<file path="src/chess_defs.svh">
`ifndef CHESS_DEFS_SVH
`define CHESS_DEFS_SVH

////////////////////
// display geometry
////////////////////

// panel size in pixels, index runs row by row
`define SCREEN_W 96
`define SCREEN_H 64

////////////////////
// board placement
////////////////////

// first column of file 0, board spans 8 squares to column 79
`define BOARD_X0 16
`define SQ_SIZE  8

////////////////////
// rgb565 colours
////////////////////

// pieces, pink for white side
`define COL_WHITE_PIECE   16'hDBB1
`define COL_BLACK_PIECE   16'h0000

// squares, brown for the dark ones
`define COL_WHITE_SQ      16'hFFFF
`define COL_BLACK_SQ      16'h9262

`define COL_BORDER        16'h0000

// mouse cross, light blue arms with black corners
`define COL_CURSOR_ARM    16'h7EF7
`define COL_CURSOR_CORNER 16'h0000

`endif

</file>
<file path="src/chess_pkg.sv">
`default_nettype none

package chess_pkg;

    // piece codes as held in the board registers
    typedef enum logic [2:0] {
        EMPTY  = 3'd0,
        PAWN   = 3'd1,
        BISHOP = 3'd2,
        KNIGHT = 3'd3,
        ROOK   = 3'd4,
        QUEEN  = 3'd5,
        KING   = 3'd6
    } piece_kind_e;

    typedef enum logic {
        WHITE = 1'b0,
        BLACK = 1'b1
    } side_e;

    // one board square, side in the top bit
    typedef struct packed {
        side_e       side;
        piece_kind_e kind;
    } square_t;

    // rank * 8 + file, rank 0 is the top row in the normal view
    typedef logic [5:0] square_idx_t;

    // valid is a single-cycle strobe
    typedef struct packed {
        logic        valid;
        square_idx_t from_sq;
        square_idx_t to_sq;
    } move_t;

endpackage

`default_nettype wire

</file>
<file path="src/display_pkg.sv">
`default_nettype none

package display_pkg;

    // row * 96 + column
    typedef logic [12:0] pix_idx_t;

    // one pixel column or row, wide enough for off-screen parking
    typedef logic [6:0] coord_t;

    typedef logic [15:0] rgb565_t;

    // mouse state, all levels
    typedef struct packed {
        coord_t x;
        coord_t y;
        logic   left;
    } cursor_t;

    // square picked by the last left click on the board
    typedef struct packed {
        logic                   valid;
        chess_pkg::square_idx_t square;
    } selection_t;

endpackage

`default_nettype wire

</file>
<file path="src/board_store.sv">
`timescale 1ns/1ps
`default_nettype none

module board_store (
    input  logic                   clock,
    input  logic                   rst_n,
    input  chess_pkg::move_t       move,
    input  chess_pkg::square_idx_t rd_square,
    output chess_pkg::square_t     rd_data
);

    localparam chess_pkg::square_t empty_sq = '{side: chess_pkg::WHITE,
                                                kind: chess_pkg::EMPTY};

    chess_pkg::square_t board [64];

    // back rank from file 0 to file 7
    function automatic chess_pkg::piece_kind_e back_rank(input logic [2:0] file);
        chess_pkg::piece_kind_e kind;
        case (file)
            3'd0, 3'd7: kind = chess_pkg::ROOK;
            3'd1, 3'd6: kind = chess_pkg::KNIGHT;
            3'd2, 3'd5: kind = chess_pkg::BISHOP;
            3'd3:       kind = chess_pkg::KING;
            default:    kind = chess_pkg::QUEEN;
        endcase
        return kind;
    endfunction

    // black at the top, white at the bottom
    function automatic chess_pkg::square_t opening(input chess_pkg::square_idx_t idx);
        chess_pkg::square_t sq;
        sq = empty_sq;
        case (idx[5:3])
            3'd0: sq = '{side: chess_pkg::BLACK, kind: back_rank(idx[2:0])};
            3'd1: sq = '{side: chess_pkg::BLACK, kind: chess_pkg::PAWN};
            3'd6: sq = '{side: chess_pkg::WHITE, kind: chess_pkg::PAWN};
            3'd7: sq = '{side: chess_pkg::WHITE, kind: back_rank(idx[2:0])};
            default: sq = empty_sq;
        endcase
        return sq;
    endfunction

    ////////////////////
    // board registers
    ////////////////////

    always_ff @(posedge clock)
    begin
        if (!rst_n)
        begin
            for (int i = 0; i < 64; i++)
                board[i] <= opening(chess_pkg::square_idx_t'(i));
        end
        else if (move.valid)
        begin
            // source cleared last, so a move onto itself empties the square
            board[move.to_sq]   <= board[move.from_sq];
            board[move.from_sq] <= empty_sq;
        end
    end

    // read is combinational, new contents visible after the write edge
    assign rd_data = board[rd_square];

endmodule

`default_nettype wire

</file>
<file path="src/chess_display.sv">
`timescale 1ns/1ps
`default_nettype none

module chess_display (
    input  logic                    clock,
    input  logic                    rst_n,
    input  display_pkg::pix_idx_t   pix_index,
    input  logic                    player,
    input  display_pkg::cursor_t    cursor,
    input  chess_pkg::move_t        move,
    output display_pkg::rgb565_t    oled_data,
    output display_pkg::selection_t selection
);

    chess_pkg::square_idx_t rd_square;
    chess_pkg::square_t     rd_data;
    chess_pkg::piece_kind_e glyph_kind;
    logic [2:0]             glyph_row;
    logic [7:0]             row_bits;

    ////////////////////
    // pixel path
    ////////////////////

    pixel_shader u_pixel_shader (
        .clock      (clock),
        .rst_n      (rst_n),
        .pix_index  (pix_index),
        .player     (player),
        .cursor     (cursor),
        .rd_square  (rd_square),
        .rd_data    (rd_data),
        .glyph_kind (glyph_kind),
        .glyph_row  (glyph_row),
        .row_bits   (row_bits),
        .oled_data  (oled_data)
    );

    // board contents, read by stage 2 of the shader
    board_store u_board_store (
        .clock     (clock),
        .rst_n     (rst_n),
        .move      (move),
        .rd_square (rd_square),
        .rd_data   (rd_data)
    );

    glyph_rom u_glyph_rom (
        .kind     (glyph_kind),
        .row      (glyph_row),
        .row_bits (row_bits)
    );

    ////////////////////
    // mouse selection
    ////////////////////

    square_picker u_square_picker (
        .clock     (clock),
        .rst_n     (rst_n),
        .cursor    (cursor),
        .player    (player),
        .selection (selection)
    );

endmodule

`default_nettype wire

</file>
<file path="src/glyph_rom.sv">
`timescale 1ns/1ps
`default_nettype none

module glyph_rom (
    input  chess_pkg::piece_kind_e kind,
    input  logic [2:0]             row,
    output logic [7:0]             row_bits
);

    // row 0 in the top byte, bit 7 of each row is column 0
    logic [63:0] glyph;

    always_comb
    begin
        case (kind)
            chess_pkg::PAWN:
                glyph = {8'b0000_0000, 8'b0001_1000, 8'b0011_1100, 8'b0011_1100,
                         8'b0001_1000, 8'b0001_1000, 8'b0001_1000, 8'b0111_1110};
            chess_pkg::BISHOP:
                glyph = {8'b0000_0000, 8'b0001_1000, 8'b0011_1100, 8'b0111_1010,
                         8'b0111_0110, 8'b0111_1110, 8'b0011_1100, 8'b0111_1110};
            // row 2 read as columns 2 to 5
            chess_pkg::KNIGHT:
                glyph = {8'b0000_0000, 8'b0001_0000, 8'b0011_1100, 8'b0101_1110,
                         8'b0111_1110, 8'b0100_1110, 8'b0001_1100, 8'b0111_1110};
            chess_pkg::ROOK:
                glyph = {8'b0000_0000, 8'b0101_1010, 8'b0111_1110, 8'b0111_1110,
                         8'b0001_1000, 8'b0001_1000, 8'b0011_1100, 8'b0111_1110};
            // crown starts one row lower, row 1 stays empty
            chess_pkg::QUEEN:
                glyph = {8'b0000_0000, 8'b0000_0000, 8'b0111_1110, 8'b0101_1010,
                         8'b0101_1010, 8'b0011_1100, 8'b0000_0000, 8'b0111_1110};
            chess_pkg::KING:
                glyph = {8'b0000_0000, 8'b0101_1010, 8'b0000_0000, 8'b0101_1010,
                         8'b0101_1010, 8'b0111_1110, 8'b0011_1100, 8'b0111_1110};
            default:
                glyph = '0;
        endcase
    end

    // byte offset counts down from the top row
    assign row_bits = glyph[{~row, 3'b000} +: 8];

endmodule

`default_nettype wire

</file>
<file path="src/pixel_shader.sv">
`timescale 1ns/1ps
`default_nettype none
`include "chess_defs.svh"

module pixel_shader (
    input  logic                   clock,
    input  logic                   rst_n,
    input  display_pkg::pix_idx_t  pix_index,
    input  logic                   player,
    input  display_pkg::cursor_t   cursor,
    output chess_pkg::square_idx_t rd_square,
    input  chess_pkg::square_t     rd_data,
    output chess_pkg::piece_kind_e glyph_kind,
    output logic [2:0]             glyph_row,
    input  logic [7:0]             row_bits,
    output display_pkg::rgb565_t   oled_data
);

    localparam display_pkg::coord_t board_x_lo = display_pkg::coord_t'(`BOARD_X0);
    localparam display_pkg::coord_t board_x_hi =
        display_pkg::coord_t'(`BOARD_X0 + 8 * `SQ_SIZE - 1);
    localparam display_pkg::pix_idx_t screen_w = display_pkg::pix_idx_t'(`SCREEN_W);

    typedef struct packed {
        display_pkg::coord_t    x;
        display_pkg::coord_t    y;
        logic [2:0]             col;
        logic                   parity;
        logic                   border;
        chess_pkg::square_idx_t square;
    } stage1_t;

    ////////////////////
    // stage 1
    ////////////////////

    display_pkg::coord_t    x;
    display_pkg::coord_t    y;
    display_pkg::coord_t    bx;
    chess_pkg::square_idx_t view_sq;
    stage1_t                s1;

    assign x  = display_pkg::coord_t'(pix_index % screen_w);
    assign y  = display_pkg::coord_t'(pix_index / screen_w);
    assign bx = x - board_x_lo;

    // normal-view square, rank from y and file from board column
    assign view_sq = {y[5:3], bx[5:3]};

    always_ff @(posedge clock)
    begin
        s1.x      <= x;
        s1.y      <= y;
        s1.col    <= bx[2:0];
        s1.parity <= bx[3] ^ y[3];
        s1.border <= (x < board_x_lo) || (x > board_x_hi);
        s1.square <= player ? 6'd63 - view_sq : view_sq;
    end

    ////////////////////
    // stage 2
    ////////////////////

    logic [7:0] px;
    logic [7:0] py;
    logic [7:0] cx;
    logic [7:0] cy;
    logic       x_on, x_left, x_right;
    logic       y_on, y_up, y_down;
    logic       arm;
    logic       corner;
    logic       piece_hit;

    assign rd_square  = s1.square;
    assign glyph_kind = rd_data.kind;
    assign glyph_row  = s1.y[2:0];
    assign piece_hit  = row_bits[~s1.col];

    // one extra bit so a cursor near the edge never wraps
    assign px = {1'b0, s1.x};
    assign py = {1'b0, s1.y};
    assign cx = {1'b0, cursor.x};
    assign cy = {1'b0, cursor.y};

    assign x_on    = px == cx;
    assign x_left  = px + 8'd1 == cx;
    assign x_right = px == cx + 8'd1;
    assign y_on    = py == cy;
    assign y_up    = py + 8'd1 == cy;
    assign y_down  = py == cy + 8'd1;

    assign arm    = (x_on && (y_on || y_up || y_down)) || (y_on && (x_left || x_right));
    assign corner = (x_left || x_right) && (y_up || y_down);

    // cursor over border over piece over square
    always_ff @(posedge clock)
    begin
        if (!rst_n)
            oled_data <= '0;
        else if (arm)
            oled_data <= `COL_CURSOR_ARM;
        else if (corner)
            oled_data <= `COL_CURSOR_CORNER;
        else if (s1.border)
            oled_data <= `COL_BORDER;
        else if (piece_hit)
            oled_data <= (rd_data.side == chess_pkg::WHITE) ? `COL_WHITE_PIECE
                                                            : `COL_BLACK_PIECE;
        else
            oled_data <= s1.parity ? `COL_BLACK_SQ : `COL_WHITE_SQ;
    end

endmodule

`default_nettype wire

</file>
<file path="src/square_picker.sv">
`timescale 1ns/1ps
`default_nettype none
`include "chess_defs.svh"

module square_picker (
    input  logic                    clock,
    input  logic                    rst_n,
    input  display_pkg::cursor_t    cursor,
    input  logic                    player,
    output display_pkg::selection_t selection
);

    localparam display_pkg::coord_t board_x_lo = display_pkg::coord_t'(`BOARD_X0);
    localparam display_pkg::coord_t board_x_hi =
        display_pkg::coord_t'(`BOARD_X0 + 8 * `SQ_SIZE - 1);
    localparam display_pkg::coord_t board_y_end = display_pkg::coord_t'(`SCREEN_H);

    display_pkg::coord_t    bx;
    chess_pkg::square_idx_t view_sq;
    logic                   on_board;

    assign bx = cursor.x - board_x_lo;

    // same mapping as the pixel path
    assign view_sq = {cursor.y[5:3], bx[5:3]};

    assign on_board = (cursor.x >= board_x_lo) && (cursor.x <= board_x_hi)
                   && (cursor.y < board_y_end);

    ////////////////////
    // click capture
    ////////////////////

    always_ff @(posedge clock)
    begin
        if (!rst_n)
        begin
            selection <= '0;
        end
        else if (cursor.left)
        begin
            if (on_board)
            begin
                selection.valid  <= 1'b1;
                selection.square <= player ? 6'd63 - view_sq : view_sq;
            end
            else
            begin
                // click beside the board drops the selection
                selection.valid <= 1'b0;
            end
        end
    end

endmodule

`default_nettype wire

</file>
<file path="config.mk">
export PLATFORM = sky130hd
export DESIGN_NAME = chess_display
export DESIGN_NICKNAME = d
export VERILOG_FILES = /design/src/chess_pkg.sv /design/src/display_pkg.sv /design/src/board_store.sv /design/src/chess_display.sv /design/src/glyph_rom.sv /design/src/pixel_shader.sv /design/src/square_picker.sv
export VERILOG_INCLUDE_DIRS = /design/src /design/src/src
export SDC_FILE = /design/constraint.sdc
export NUM_CORES = 1
export LEC_CHECK = 0
export ABC_AREA = 1
export ABC_CLOCK_PERIOD_IN_PS = 5100
export BUFFER_PORTS_ARGS = -buffer_cell sky130_fd_sc_hd__buf_2
export CELL_PAD_IN_SITES_DETAIL_PLACEMENT = 2
export CELL_PAD_IN_SITES_GLOBAL_PLACEMENT = 2
export CORE_ASPECT_RATIO = 0.8
export CORE_MARGIN = 1.5
export CORE_UTILIZATION = 34
export CTS_CLUSTER_DIAMETER = 50
export DETAILED_ROUTE_END_ITERATION = 10
export GPL_TIMING_DRIVEN = 0
export PLACE_DENSITY_LB_ADDON = 0.2
export SYNTH_ARGS = -nofsm -noshare
export SYNTH_HDL_FRONTEND = slang
export SYNTH_HIERARCHICAL = 1
export SYNTH_SLANG_ARGS = --single-unit
</file>
<file path="constraint.sdc">
create_clock -name clock -period 5.1 [get_ports clock]
set_input_delay 0.255 -clock clock [delete_from_list [all_inputs] [get_ports clock]]
set_output_delay 0.255 -clock clock [all_outputs]
set_load 0.05 [all_outputs]
</file>
==> flow_summary_export.csv <==
group,metric,value,unit
finish,design_area,0.0213,sq mm
place,port_buffers,63,
worst_setup_path,timing.rr.start,"u_pixel_shader/rd_square[1]",
worst_hold_path,min_path_cells,3,
sta,finalWorstSetupSlack,0.275,ns
pwr,peakVddDrop,0.229,mV
floorplan,io_pins,67,
yosys,syn_inst,3147,
global_routing,grt_pass1_wl,166000,um
pwr,p_sw,2.71,mW
floorplan,die_area,0.0559,sq mm
finish,final_cell_mix,"nand2_1, nor2_1, dfxtp_1, inv_1, a21oi_1",
floorplan,initial_core_util,34.4,%
yosys,post_synth_xor_area_fraction,1.70,%
cts,clk_latency,0.58,ns
worst_setup_path,r2r_cells,33,
pwr,p_sw_share,37.1,%
pwr,power.density,344,mW/mm^2
global_routing,antenna_found_initial,7,
routing,drt-total-wl,117000,um
yosys,yosys.cell_types.count,48,
global_routing,grt_pass1_vias,24000,
global_routing,grt_overflow,0,
sta,slew_violations,26,
sta,relSlewSlack,-6.61,%
yosys,ys_ff_latch,292,
sta,finClkSkew,0.0201,ns
yosys,synth_area_per_cell,5.89,sq um
pwr,seq_power_share,32.5,%
sta,tightest_slew,1.59,ns
sta,finalSetupViolations,0,
floorplan,die_w,264,um
outcome,violations,"max-capacitance violations, max-slew violations",
sta,finalCritPeriodShare,94.6,%
cts,path_clk_slew,0.06,ns
global_routing,track_usage,41.1,%
worst_setup_path,timing.critical_path.required,5.55,ns
yosys,syn_area,0.0185,sq mm
outcome,status,"complete, but fails checks",
worst_setup_path,cp_max_fo,10,
yosys,synth_mux_area_share,0,%
yosys,synthAdderAreaFrac,0.405,%
pwr,internal-power,4.60,mW
sta,worst_hold_slack,0.0731,ns
sta,post-route-min-period,4.82,ns
worst_setup_path,crit_arrival,5.28,ns
routing,dr.pass1.iters,5,
pwr,power_frac_clock,40.6,%
cts,cts_max_level,2,
job,drv_cap,3,
cts,cts_made_buffers,41,
worst_setup_path,crit_top_cell,"nand2_1",
place,globalplace.congestion,1.02,
finish,drive_gt1_share,10.0,%
finish,fin_nets,3312,
sta,rsz0062_at_grt,"false",
yosys,synth_warnings,6,
sta,clock.fmax,0.207,GHz
cts,clock-root-buffer,"clkbuf_16",
floorplan,rows,76,
cts,cts_buffer_depth,3,
finish,fillers,6785,
worst_setup_path,slowest_delay,0.50,ns
place,dp_hpwl,85600,um
floorplan,chipHeight,212,um
yosys,synth_top_family_by_area,"simple AND/OR/NAND/NOR gates",
sta,finalHoldViolCount,0,
worst_setup_path,crit_path_end_kind,"register",
worst_setup_path,start_kind,"register",
yosys,synth_simple_gate_area_share,37.8,%
pwr,comb_power_share,26.9,%
finish,areaGrowthSynthToFinish,14.7,%
routing,wl_per_cell,29.2,um
worst_setup_path,rr_endpoint,"u_pixel_shader/oled_data[11]",
finish,mostFrequentLayoutCell,"nand2_1",
worst_hold_path,worst_hold_path_type,"primary input to register",
place,pre_cts_slack,-0.436,ns
yosys,synth_compound_area_share,18.0,%
sta,finalSetupTns,0,ns
routing,drc,0,
worst_hold_path,whs_endpoint,"u_pixel_shader/px[5]",
routing,viasPerCell,5.89,
worst_setup_path,rrSetupSlack,0.28,ns
worst_setup_path,criticalPathCategory,"register to register",
routing,drtIter0Drc,2369,
routing,ant_nets,0,
cts,cts.sink_count,292,
pwr,p_leak,9.55,nW
place,placed_area,0.0197,sq mm
floorplan,core_area,0.0538,sq mm
worst_setup_path,critPathSlowestCell,"clkbuf_2",
global_routing,grt_max_degree,13,
worst_hold_path,min_from,"pix_index[5]",
yosys,ys_seq_area_share,31.5,%
yosys,async_flop_share,0,%
routing,via_count,23500,
yosys,synth-main-ff-cell,"dfxtp_1",
yosys,synth_edf_count,0,
cts,cts_tree,"done",
pwr,power,7.31,mW
[cell usage after synthesis, types with 3 or more instances]
cell type	instances	share of area [%]
nand2_1	1284	26
nor2_1	320	6.5
dfxtp_1	292	32
inv_1	252	5.1
a21oi_1	236	6.4
o21ai_0	207	5.6
nand3_1	83	2.2
clkbuf_1	60	1.2
o22ai_1	57	1.9
o21bai_1	55	2.2
buf_4	43	1.7
buf_2	37	1.0
nor3_1	23	0.62
xor2_1	22	1.0
buf_1	14	0.28
inv_2	14	0.28
nand2_2	14	0.47
xnor2_1	14	0.66
o211ai_1	13	0.53
buf_6	12	0.73
o21ai_1	10	0.27
nand4_1	9	0.30
nor2_2	8	0.27
or2_2	7	0.24
ha_1	6	0.40
nand2_4	5	0.30
nand3_2	5	0.27
o221ai_1	5	0.24
clkinv_1	4	0.081
nor4_1	4	0.13
o21ai_2	4	0.19
or2_1	4	0.13
a21oi_2	3	0.14
[worst max path at each step]
| stage | startpoint | to | slack [ns] |
|---|---|---|---|
| floorplan | u_pixel_shader/rd_square[0] | u_pixel_shader/oled_data[11] | 1.48 |
| global placement | u_pixel_shader/rd_square[0] | u_pixel_shader/oled_data[11] | -0.22 |
| detailed placement | u_pixel_shader/rd_square[0] | u_pixel_shader/oled_data[11] | -0.44 |
| CTS | u_pixel_shader/rd_square[0] | u_pixel_shader/oled_data[11] | 0.02 |
| global route | u_pixel_shader/rd_square[0] | u_pixel_shader/oled_data[11] | 0.006 |
| finish | u_pixel_shader/rd_square[1] | u_pixel_shader/oled_data[11] | 0.28 |
[layout make-up]
cell class	instances	area (sq um)	share of cell area [%]
antenna	3	7.51	0.0353
sequential	292	5850	27.5
multi-input combinational	2418	10700	50.5
timing repair buffer	73	415	1.95
tap	702	878	4.13
buffer	166	987	4.64
inverter	270	1010	4.76
clock buffer	52	1140	5.36
clock inverter	19	235	1.11
[kinds of logic (layout without fill, tap and decap cells)]
family	count (synthesis)	count (layout)
AO/OA/AOI/OAI	601	601
XOR/XNOR	36	36
adder cells (fa/ha/maj)	6	6
buffers and inverters	438	580
flip-flops	292	292
other	1	5
AND/OR/NAND/NOR	1773	1773
[layer usage]
| layer | GRT usage [%] | up-vias | routed length (um) |
|---|---|---|---|
| met4 | 20.7 | 4 | 6260 |
| met2 | 60.9 | 1193 | 48000 |
| met1 | 56.4 | 11800 | 50700 |
| met3 | 8.32 | 324 | 11700 |
| met5 | 0 | - | 26 |
| li1 | - | 10200 | - |
[stage by stage]
step | cells | utilization (%)
global route | 3992 | 39.5
floorplan | 3148 | -
finish | 3995 | 39.5
global placement | 3913 | 36.7
detailed placement | 3913 | 36.7
CTS | 3994 | 39.5
[power by group through the flow]
stage | combinational, mW | clock [mW] | sequential (mW)
finish | 1.97 | 2.97 | 2.38
global route | 2.02 | 3.09 | 2.38
CTS | 1.87 | 3.01 | 2.38
detailed placement | 1.85 | 0 | 2.42
global placement | 1.79 | 0 | 2.42
floorplan | 1.04 | 0 | 2.45
[worst max-delay path, delay by kind of cell, from the launching register on]
family / cells / cell delay [ns]
AND/OR/NAND/NOR: 18 / 1.76
buffers and inverters: 10 / 1.62
AO/OA/AOI/OAI: 5 / 1.02
flip-flops: 1 / 0.31
[state kept, by name, summed over array words and instances (netlist names)]
register                   flops
u_board_store/board          256
u_pixel_shader/oled_data       7
u_square_picker/selection      7
u_pixel_shader/rd_square       6
u_pixel_shader/px              5
u_pixel_shader/py              4
u_pixel_shader/s1              4
u_pixel_shader/glyph_row       3
[repair_timing]
| action | in CTS | in global routing |
|---|---|---|
| resized for setup | 25 | 52 |
| hold buffers | 10 | 0 |
| endpoints found under the hold margin | 12 | 0 |
| setup buffers | 0 | 0 |
| pin swaps | 0 | 0 |
| setup endpoints to repair | 7 | 7 |
(Power assumes the default switching activity.)
